$ cat config.mk
export PLATFORM = sky130hd
export DESIGN_NAME = fletcherApb
export DESIGN_NICKNAME = d
export VERILOG_FILES = /design/src/hdl/fletcherPkg.sv /design/src/hdl/apbRegs.sv /design/src/hdl/fletcherApb.sv /design/src/hdl/fletcherEngine.sv /design/src/hdl/resultCheck.sv
export VERILOG_INCLUDE_DIRS = /design/src /design/src/hdl
export SDC_FILE = /design/constraint.sdc
export NUM_CORES = 1
export LEC_CHECK = 0
export ABC_AREA = 1
export BUFFER_PORTS_ARGS = -buffer_cell sky130_fd_sc_hd__buf_2
export CAP_MARGIN = 20
export CELL_PAD_IN_SITES_DETAIL_PLACEMENT = 1
export CELL_PAD_IN_SITES_GLOBAL_PLACEMENT = 2
export CORE_MARGIN = 2
export CORE_UTILIZATION = 35
export DETAILED_ROUTE_END_ITERATION = 16
export PLACE_DENSITY = 0.93
export REMOVE_ABC_BUFFERS = 1
export SLEW_MARGIN = 20
export SYNTH_ARGS = -nofsm -noshare
export SYNTH_HDL_FRONTEND = slang
export SYNTH_HIERARCHICAL = 1
export SYNTH_SLANG_ARGS = --single-unit
$ cat constraint.sdc
create_clock -name clk -period 7.2 [get_ports clk]
set_input_delay 1.44 -clock clk [delete_from_list [all_inputs] [get_ports clk]]
set_output_delay 1.44 -clock clk [all_outputs]
set_load 0.01 [all_outputs]
$ cat src/hdl/fletcher_config.svh
`ifndef FLETCHER_CONFIG_SVH
`define FLETCHER_CONFIG_SVH

// full checksum, B in the upper half and A in the lower half
`define FLETCHER_WIDTH 32

// input word and each running sum
`define FLETCHER_HALF 16

// APB byte offset width
`define APB_ADDR_WIDTH 8

// words since last clear, wraps
`define COUNT_WIDTH 16

`endif

$ cat src/hdl/fletcherPkg.sv
`default_nettype none

`include "fletcher_config.svh"

package fletcherPkg;

    // host side of the APB port
    typedef struct packed {
        logic                       psel;
        logic                       penable;
        logic                       pwrite;
        logic [`APB_ADDR_WIDTH-1:0] paddr;
        logic [31:0]                pwdata;
    } apbReq;

    typedef struct packed {
        logic [31:0] prdata;
        logic        pready;
        logic        pslverr;
    } apbResp;

    // register map, also used as the command decode
    typedef enum logic [`APB_ADDR_WIDTH-1:0] {
        CtrlReg   = 8'h00,    // bit 0 clears
        DataReg   = 8'h04,    // low 16 bits are one word
        SumReg    = 8'h08,
        ExpectReg = 8'h0C,
        StatusReg = 8'h10
    } regAddr;

    typedef struct packed {
        logic                      valid;
        logic                      clear;    // wins over valid
        logic [`FLETCHER_HALF-1:0] data;
    } wordIn;

    typedef struct packed {
        logic [`FLETCHER_HALF-1:0] a;
        logic [`FLETCHER_HALF-1:0] b;
        logic                      busy;    // a word not yet folded into b
    } sumOut;

endpackage

`default_nettype wire

$ cat src/hdl/apbRegs.sv
`timescale 1ns/1ps
`default_nettype none

`include "fletcher_config.svh"

module apbRegs (
    input  wire                          clk,
    input  wire                          rst,
    input  wire fletcherPkg::apbReq      req,
    input  wire fletcherPkg::sumOut      sums,
    input  wire [31:0]                   status,
    output fletcherPkg::apbResp          resp,
    output fletcherPkg::wordIn           word,
    output logic [`FLETCHER_WIDTH-1:0]   expected
);
    import fletcherPkg::*;

    logic                       access;
    logic                       addrOk;
    logic                       writeOk;
    logic                       resultRead;
    logic                       stall;
    logic                       done;
    logic                       bad;
    logic                       goodWrite;
    logic [31:0]                readMux;
    logic [`FLETCHER_WIDTH-1:0] expectReg;
    logic                       validQ;
    logic                       clearQ;
    logic [`FLETCHER_HALF-1:0]  dataQ;

    assign access = req.psel & req.penable;

    // address decode and read data
    always_comb begin
        addrOk = 1'b1;
        writeOk = 1'b1;
        resultRead = 1'b0;
        readMux = '0;
        case (req.paddr)
            CtrlReg, DataReg: begin
                readMux = '0;    // write only, read as zero
            end
            SumReg: begin
                readMux = {sums.b, sums.a};
                writeOk = 1'b0;
                resultRead = 1'b1;
            end
            ExpectReg: begin
                readMux = expectReg;
            end
            StatusReg: begin
                readMux = status;
                writeOk = 1'b0;
                resultRead = 1'b1;
            end
            default: begin
                addrOk = 1'b0;
            end
        endcase
    end

    // result reads wait until every word is folded into b
    assign stall = access & ~req.pwrite & resultRead & sums.busy;
    assign done = access & ~stall;
    assign bad = ~addrOk | (req.pwrite & ~writeOk);
    assign goodWrite = done & req.pwrite & ~bad;

    always_comb begin
        resp.pready = ~stall;
        resp.pslverr = done & bad;
        resp.prdata = (done & ~req.pwrite & ~bad) ? readMux : '0;
    end

    always_ff @(posedge clk) begin
        if (rst) begin
            validQ <= 1'b0;
            clearQ <= 1'b0;
            expectReg <= '0;
        end else begin
            clearQ <= goodWrite & (req.paddr == CtrlReg) & req.pwdata[0];
            validQ <= goodWrite & (req.paddr == DataReg);
            if (goodWrite && req.paddr == ExpectReg) begin
                expectReg <= req.pwdata;
            end
        end
    end

    // word payload, only meaningful with validQ
    always_ff @(posedge clk) begin
        if (goodWrite && req.paddr == DataReg) begin
            dataQ <= req.pwdata[`FLETCHER_HALF-1:0];
        end
    end

    assign word = '{valid: validQ, clear: clearQ, data: dataQ};
    assign expected = expectReg;

endmodule

`default_nettype wire

$ cat src/hdl/fletcherApb.sv
`timescale 1ns/1ps
`default_nettype none

`include "fletcher_config.svh"

module fletcherApb (
    input  wire                        clk,
    input  wire                        rst,
    input  wire                        psel,
    input  wire                        penable,
    input  wire                        pwrite,
    input  wire [`APB_ADDR_WIDTH-1:0]  paddr,
    input  wire [31:0]                 pwdata,
    output logic [31:0]                prdata,
    output logic                       pready,
    output logic                       pslverr
);
    import fletcherPkg::*;

    apbReq                      req;
    apbResp                     resp;
    wordIn                      word;
    sumOut                      sums;
    logic [31:0]                status;
    logic [`FLETCHER_WIDTH-1:0] expected;

    assign req = '{psel: psel, penable: penable, pwrite: pwrite, paddr: paddr, pwdata: pwdata};

    assign prdata = resp.prdata;
    assign pready = resp.pready;
    assign pslverr = resp.pslverr;

    apbRegs regs (
        .clk      (clk),
        .rst      (rst),
        .req      (req),
        .sums     (sums),
        .status   (status),
        .resp     (resp),
        .word     (word),
        .expected (expected)
    );

    fletcherEngine engine (
        .clk  (clk),
        .rst  (rst),
        .word (word),
        .sums (sums)
    );

    resultCheck check (
        .clk      (clk),
        .rst      (rst),
        .word     (word),
        .sums     (sums),
        .expected (expected),
        .status   (status)
    );

endmodule

`default_nettype wire

$ cat src/hdl/fletcherEngine.sv
`timescale 1ns/1ps
`default_nettype none

`include "fletcher_config.svh"

module fletcherEngine (
    input  wire                      clk,
    input  wire                      rst,
    input  wire fletcherPkg::wordIn  word,
    output fletcherPkg::sumOut       sums
);
    logic [`FLETCHER_HALF-1:0] sumA;
    logic [`FLETCHER_HALF-1:0] sumB;
    logic                      stageValid;    // sumA holds a word not yet in sumB

    // mod 65535 add, all-ones folds to zero
    function automatic logic [`FLETCHER_HALF-1:0] onesAdd(
        input logic [`FLETCHER_HALF-1:0] x,
        input logic [`FLETCHER_HALF-1:0] y
    );
        logic [`FLETCHER_HALF:0]   raw;
        logic [`FLETCHER_HALF-1:0] wrapped;
        raw = {1'b0, x} + {1'b0, y};
        wrapped = raw[`FLETCHER_HALF-1:0] + raw[`FLETCHER_HALF];    // end-around carry
        return (&wrapped) ? '0 : wrapped;
    endfunction

    // stage one, word into A
    always_ff @(posedge clk) begin
        if (rst || word.clear) begin
            sumA <= '0;
            stageValid <= 1'b0;
        end else begin
            stageValid <= word.valid;
            if (word.valid) begin
                sumA <= onesAdd(sumA, word.data);
            end
        end
    end

    // stage two, the new A into B
    always_ff @(posedge clk) begin
        if (rst || word.clear) begin
            sumB <= '0;
        end else if (stageValid) begin
            sumB <= onesAdd(sumB, sumA);
        end
    end

    // up to two words in flight
    assign sums = '{a: sumA, b: sumB, busy: word.valid | stageValid};

endmodule

`default_nettype wire

$ cat src/hdl/resultCheck.sv
`timescale 1ns/1ps
`default_nettype none

`include "fletcher_config.svh"

module resultCheck (
    input  wire                          clk,
    input  wire                          rst,
    input  wire fletcherPkg::wordIn      word,
    input  wire fletcherPkg::sumOut      sums,
    input  wire [`FLETCHER_WIDTH-1:0]    expected,
    output logic [31:0]                  status
);
    logic [`COUNT_WIDTH-1:0] count;
    logic                    match;

    // words accepted since the last clear
    always_ff @(posedge clk) begin
        if (rst || word.clear) begin
            count <= '0;
        end else if (word.valid) begin
            count <= count + 1'b1;    // wraps at 2**16
        end
    end

    assign match = ({sums.b, sums.a} == expected);

    // count on top, flags at the bottom
    assign status = {count, {(32 - `COUNT_WIDTH - 2){1'b0}}, sums.busy, match};

endmodule

`default_nettype wire

== After elaboration in Yosys (flattened, before gate mapping) ==
Cells that the tools add are included.

* Bits in registers: 99
* Input port bits: 45
* Output and inout bits: 34
* Logic and storage cells: 52

* Add/subtract/negate cells: 5
* Equality and inequality tests: 5
* Multiplexer cells: 6
* Bitwise logic cells: 20
* Reductions and logical operators: 8

{| class="wikitable"
|+ Operators by type and width
! cell !! number
|-
| 32-bit case mux with 3 select lines || 1
|-
| 16-bit by 16-bit adder with 17-bit output || 2
|-
| 16-bit by 1-bit adder with 16-bit output || 2
|-
| 32-bit equality test || 1
|-
| 16-bit two-way mux || 2
|-
| 32-bit two-way mux || 1
|-
| 16-bit AND reduction || 2
|-
| 16-bit by 1-bit adder with 16-bit output, second input constant || 1
|-
| 8-bit by 4-bit equality test with 1-bit output, second input constant || 2
|-
| 1-bit bitwise AND || 14
|-
| 8-bit by 3-bit equality test with 1-bit output, second input constant || 1
|-
| 8-bit by 5-bit equality test with 1-bit output, second input constant || 1
|-
| 8-bit zero test || 1
|-
| 5-bit OR reduction || 1
|-
| 1-bit NOT || 4
|-
| 1-bit logical AND || 2
|-
| 1-bit two-way mux || 2
|-
| 1-bit bitwise OR || 2
|-
| 2-bit OR reduction || 1
|-
| 1-bit logical OR || 1
|}

== Longest topological paths before layout ==
* Depth after elaboration: 11
* Gate-level depth with buffers: 28
* Gate-level depth less buffers: 27

== Cells and area by module ==
Netlist, hierarchy kept.

{| class="wikitable"
|+ Modules (own cells, without submodules)
! module !! times used !! cells each !! area an instance (sq um)
|-
| fletcherEngine || 1 || 807 || 4406.7
|-
| apbRegs || 1 || 412 || 2852.7
|-
| resultCheck || 1 || 299 || 1601.5
|}

== Worst setup path before layout ==
Ideal clock, no wire load.

* Kind: input-to-output
* From: input paddr[5]
* To: output prdata[10]
* Data arrival time: 2.490 ns
* Data required time: 5.760 ns
* Slack: 3.270 ns
* Stages: 8
* Buffers on the path: 1
* Path through: nor2_1 -> nand2_2 -> nor2_4 -> inv_1 -> buf_2 -> o21ai_0 -> a21oi_1 -> nor2_1

* Word-level cells in the longest chain between the ends: 10
* Elaborated cells between the ends (all ways): 21

{| class="wikitable"
|+ Ends and longest elaborated chain
! what !! RTL line !! text
|-
| from (decl) || fletcherApb.sv:12 || <nowiki>input wire [`APB_ADDR_WIDTH-1:0] paddr,</nowiki>
|-
| 8-bit by 4-bit equality test with 1-bit output / 8-bit by 5-bit equality test with 1-bit output (equally long branches) || apbRegs.sv:40 || <nowiki>case (req.paddr)</nowiki>
|-
| 2-bit OR reduction (no line) || n/a ||
|-
| 1-bit two-way mux || apbRegs.sv:40 ||
|-
| 1-bit bitwise AND (2 in a row) || apbRegs.sv:64 || <nowiki>assign stall = access & ~req.pwrite & resultRead & sums.busy;</nowiki>
|-
| 1-bit NOT || apbRegs.sv:65 || <nowiki>assign done = access & ~stall;</nowiki>
|-
| 1-bit bitwise AND || apbRegs.sv:65 ||
|-
| 1-bit bitwise AND (2 in a row) || apbRegs.sv:72 || <nowiki>resp.prdata = (done & ~req.pwrite & ~bad) ? readMux : '0;</nowiki>
|-
| 32-bit two-way mux (*) || apbRegs.sv:72 ||
|-
| to (decl) || fletcherApb.sv:14 || <nowiki>output logic [31:0] prdata,</nowiki>
|}

Mark *: on every way between the ends. The rest lies on a longest branch, timed or not.

== Worst setup path after layout ==
* From: input paddr[5]
* To: output prdata[1]

Same word-level chain as after synthesis.

==> impl_metrics.tcl <==
set metrics [dict create \
    nets 1656 \
    antenna_found_initial 0 \
    tritoncts "built" \
    postSynthAreaPerCell_sq_um 5.84 \
    place_area_sq_um 9410 \
    cp_slowest_cell "nor2_4" \
    die_h_microns 163 \
    outcome "finished, final reports clean" \
    yosys.area.top_type "nand2_1" \
    rsz0062_at_grt "no" \
    io_buffer_count 78 \
    drive_gt1_share_pct 11.4 \
    wl_per_cell_microns 14.7 \
    row_count 58 \
    area.sequential_sq_um 2140 \
    cts-root-buf "clkbuf_16" \
    pin_count 79 \
    drc 0 \
    fill_cells 3511 \
    postCtsResizedCells 0 \
    synth_seq_area_share_pct 24.2 \
    cp.required_ns 5.76 \
    clock_latency_ns 0.36 \
    slew_headroom_pct 31.1 \
    maxCapViolCount 0 \
    setup.worst_path.class "in2out" \
    dpl_worst_slack_ns 1.99 \
    design_area_sq_um 9720 \
    cts_buffer_depth 2 \
    end_kind "primary output" \
    grt_overflow 0 \
    drt_pre_antenna_iters 4 \
    cpLargestDelayFamily "simple AND/OR/NAND/NOR gates" \
    fmax_mhz 194 \
    clock_sinks 99 \
    tns_ns 0 \
    finalClockSkew_ns 0.0140 \
    grt_pass1_wl_microns 45500 \
    irDropWorstVdd_uv 102 \
    synth.area.top_cells "nand2_1, dfxtp_1, inv_1, nor2_1, a21oi_1" \
    setup_ws_ns 2.05 \
    place_congestion 0.895 \
    hold_class "reg2reg" \
    leakagePower_uw 0.00464 \
    hold_viol 0 \
    total_power_uw 1100 \
    fin_crit_ns 5.15 \
    rrSetupSlack_ns 2.84 \
    grt_pass1_vias 9187 \
    ctsHoldBuffers 0 \
    final_util_pct 38.8 \
    initial_core_util_pct 35.4 \
    syn-cell-area_sq_um 8860 \
    diodes 0 \
    post_cts_buffers 0 \
    synthCells 1518 \
    htreeDepth 3 \
    multiInputGateArea_sq_um 5530 \
    groute.usage.overall_pct 21.5 \
    synth_top_area_share_pct 21.1 \
    ys_types 42 \
    arrival_ns 3.71 \
    wirelength_microns 28100 \
    ys_ff_latch 99 \
    grt_max_degree 65 \
    yosys_warnings 6 \
    dieArea_sq_um 26600 \
    vias 9177 \
    cp-start-kind "input pin" \
    synthToLayoutAreaGrowth_pct 9.69 \
    core_area_sq_um 25000 \
    path_cells "buf_2 > nor2_1 > nand2_2 > nor2_4 > nor2_4 > nand3_1 > nand2_2 > nor2_1 > buf_2" \
    final_cell_mix "nand2_1, inv_1, nor2_1" \
    period_share_pct 71.5 \
    finalMaxSlewViolations 0 \
    ant_nets 0 \
    max_stage_delay_ns 0.75 \
    die_w_microns 163 \
    final_common_cell "nand2_1" \
    powerDensity_nw_per_um2 113 \
    post-dp-hpwl_microns 22400 \
    via_per_inst 4.81 \
    setup_violations 0 \
    clkTransAtPathRegs_ns 0.07 \
    worst-slew-pin-transition_ns 1.03 \
    cp_max_fo 33 \
    drtIter0Drc 339 \
    cts_buffers 9 \
    path_buf_inv 2 \
]
state kept, by name (all words and copies together), names as in the netlist:
register / flops
regs/validQ: 1
regs/clearQ: 1
engine/sumA: 16
engine/sumB: 16
regs/expected: 32
regs/dataQ: 16
engine/stageValid: 1
check/count: 16
routing by layer:
| metal | vias up | part of all wire, % | track usage (%) |
|---|---|---|---|
| met2 | 83 | 50 | 39.7 |
| met1 | 4288 | 46 | 26.4 |
| li1 | 4775 | - | - |
| met5 | - | 0 | 0 |
| met4 | 0 | 2.3 | 6.68 |
| met3 | 31 | 1.9 | 1.93 |
stage by stage:
step | instances | hold slack, ns
floorplan | 1480 | 0.466
global placement | 1890 | 0.498
detailed placement | 1890 | 0.507
CTS | 1906 | 0.521
global route | 1907 | 0.538
finish | 1907 | 0.516
cell families (layout without fill, tap and decap cells):
family | Yosys count | count (layout) | share of synthesized area, %
AOI/OAI and AO/OA | 181 | 181 | 11.6
xor gates and xnor gates | 10 | 10 | 0.988
adders and majority gates | 39 | 39 | 5.68
buffers and inverters | 297 | 343 | 14.0
DFF | 99 | 99 | 24.2
other | 1 | 14 | 0.0423
and+or+nand+nor | 891 | 891 | 43.6
cell usage after synthesis, drive strengths merged:
cell	count
conb	1
buf	36
nand3	102
or2	2
and2	4
nand2	527
xor2	8
a21oi	97
inv	245
nor3	11
nand4	15
o31ai	2
dfxtp	83
fa	2
xnor2	2
o21ai	39
nand3b	2
a21boi	1
clkbuf	15
clkinv	1
o21bai	37
ha	37
nor2	228
edfxtp	16
a31oi	5
cell type report:
type                            count  area share, %
Multi-Input combinational cell   1135           56.9
Sequential cell                    99           22.0
Tap cell                          330           4.25
Clock buffer                       12           2.43
Inverter                          246           9.50
Timing Repair Buffer               81           4.38
Clock inverter                      4          0.515
worst paths after layout:
path / cells past startpoint / startpoint / to
min reg2reg: 2 / check/count[1] / check/count[1]
min: 2 / check/count[1] / check/count[1]
max reg2reg: 25 / engine/sumA[0] / engine/sumB[8]
max: 9 / paddr[5] / prdata[1]
worst min-delay path, cell delays in order, from the launching register on:
cell	delay (ns)
dfxtp_1	0.34
nand2_1	0.08
a21oi_1	0.05
power breakdown:
group | total [uW] | switching, uW | internal [uW]
Combinational | 43.5 | 26.4 | 17.1
Clock | 497 | 226 | 271
Sequential | 561 | 0.0988 | 561
Total | 1100 | 253 | 849
Note: power is estimated with default switching activity, not from simulation.
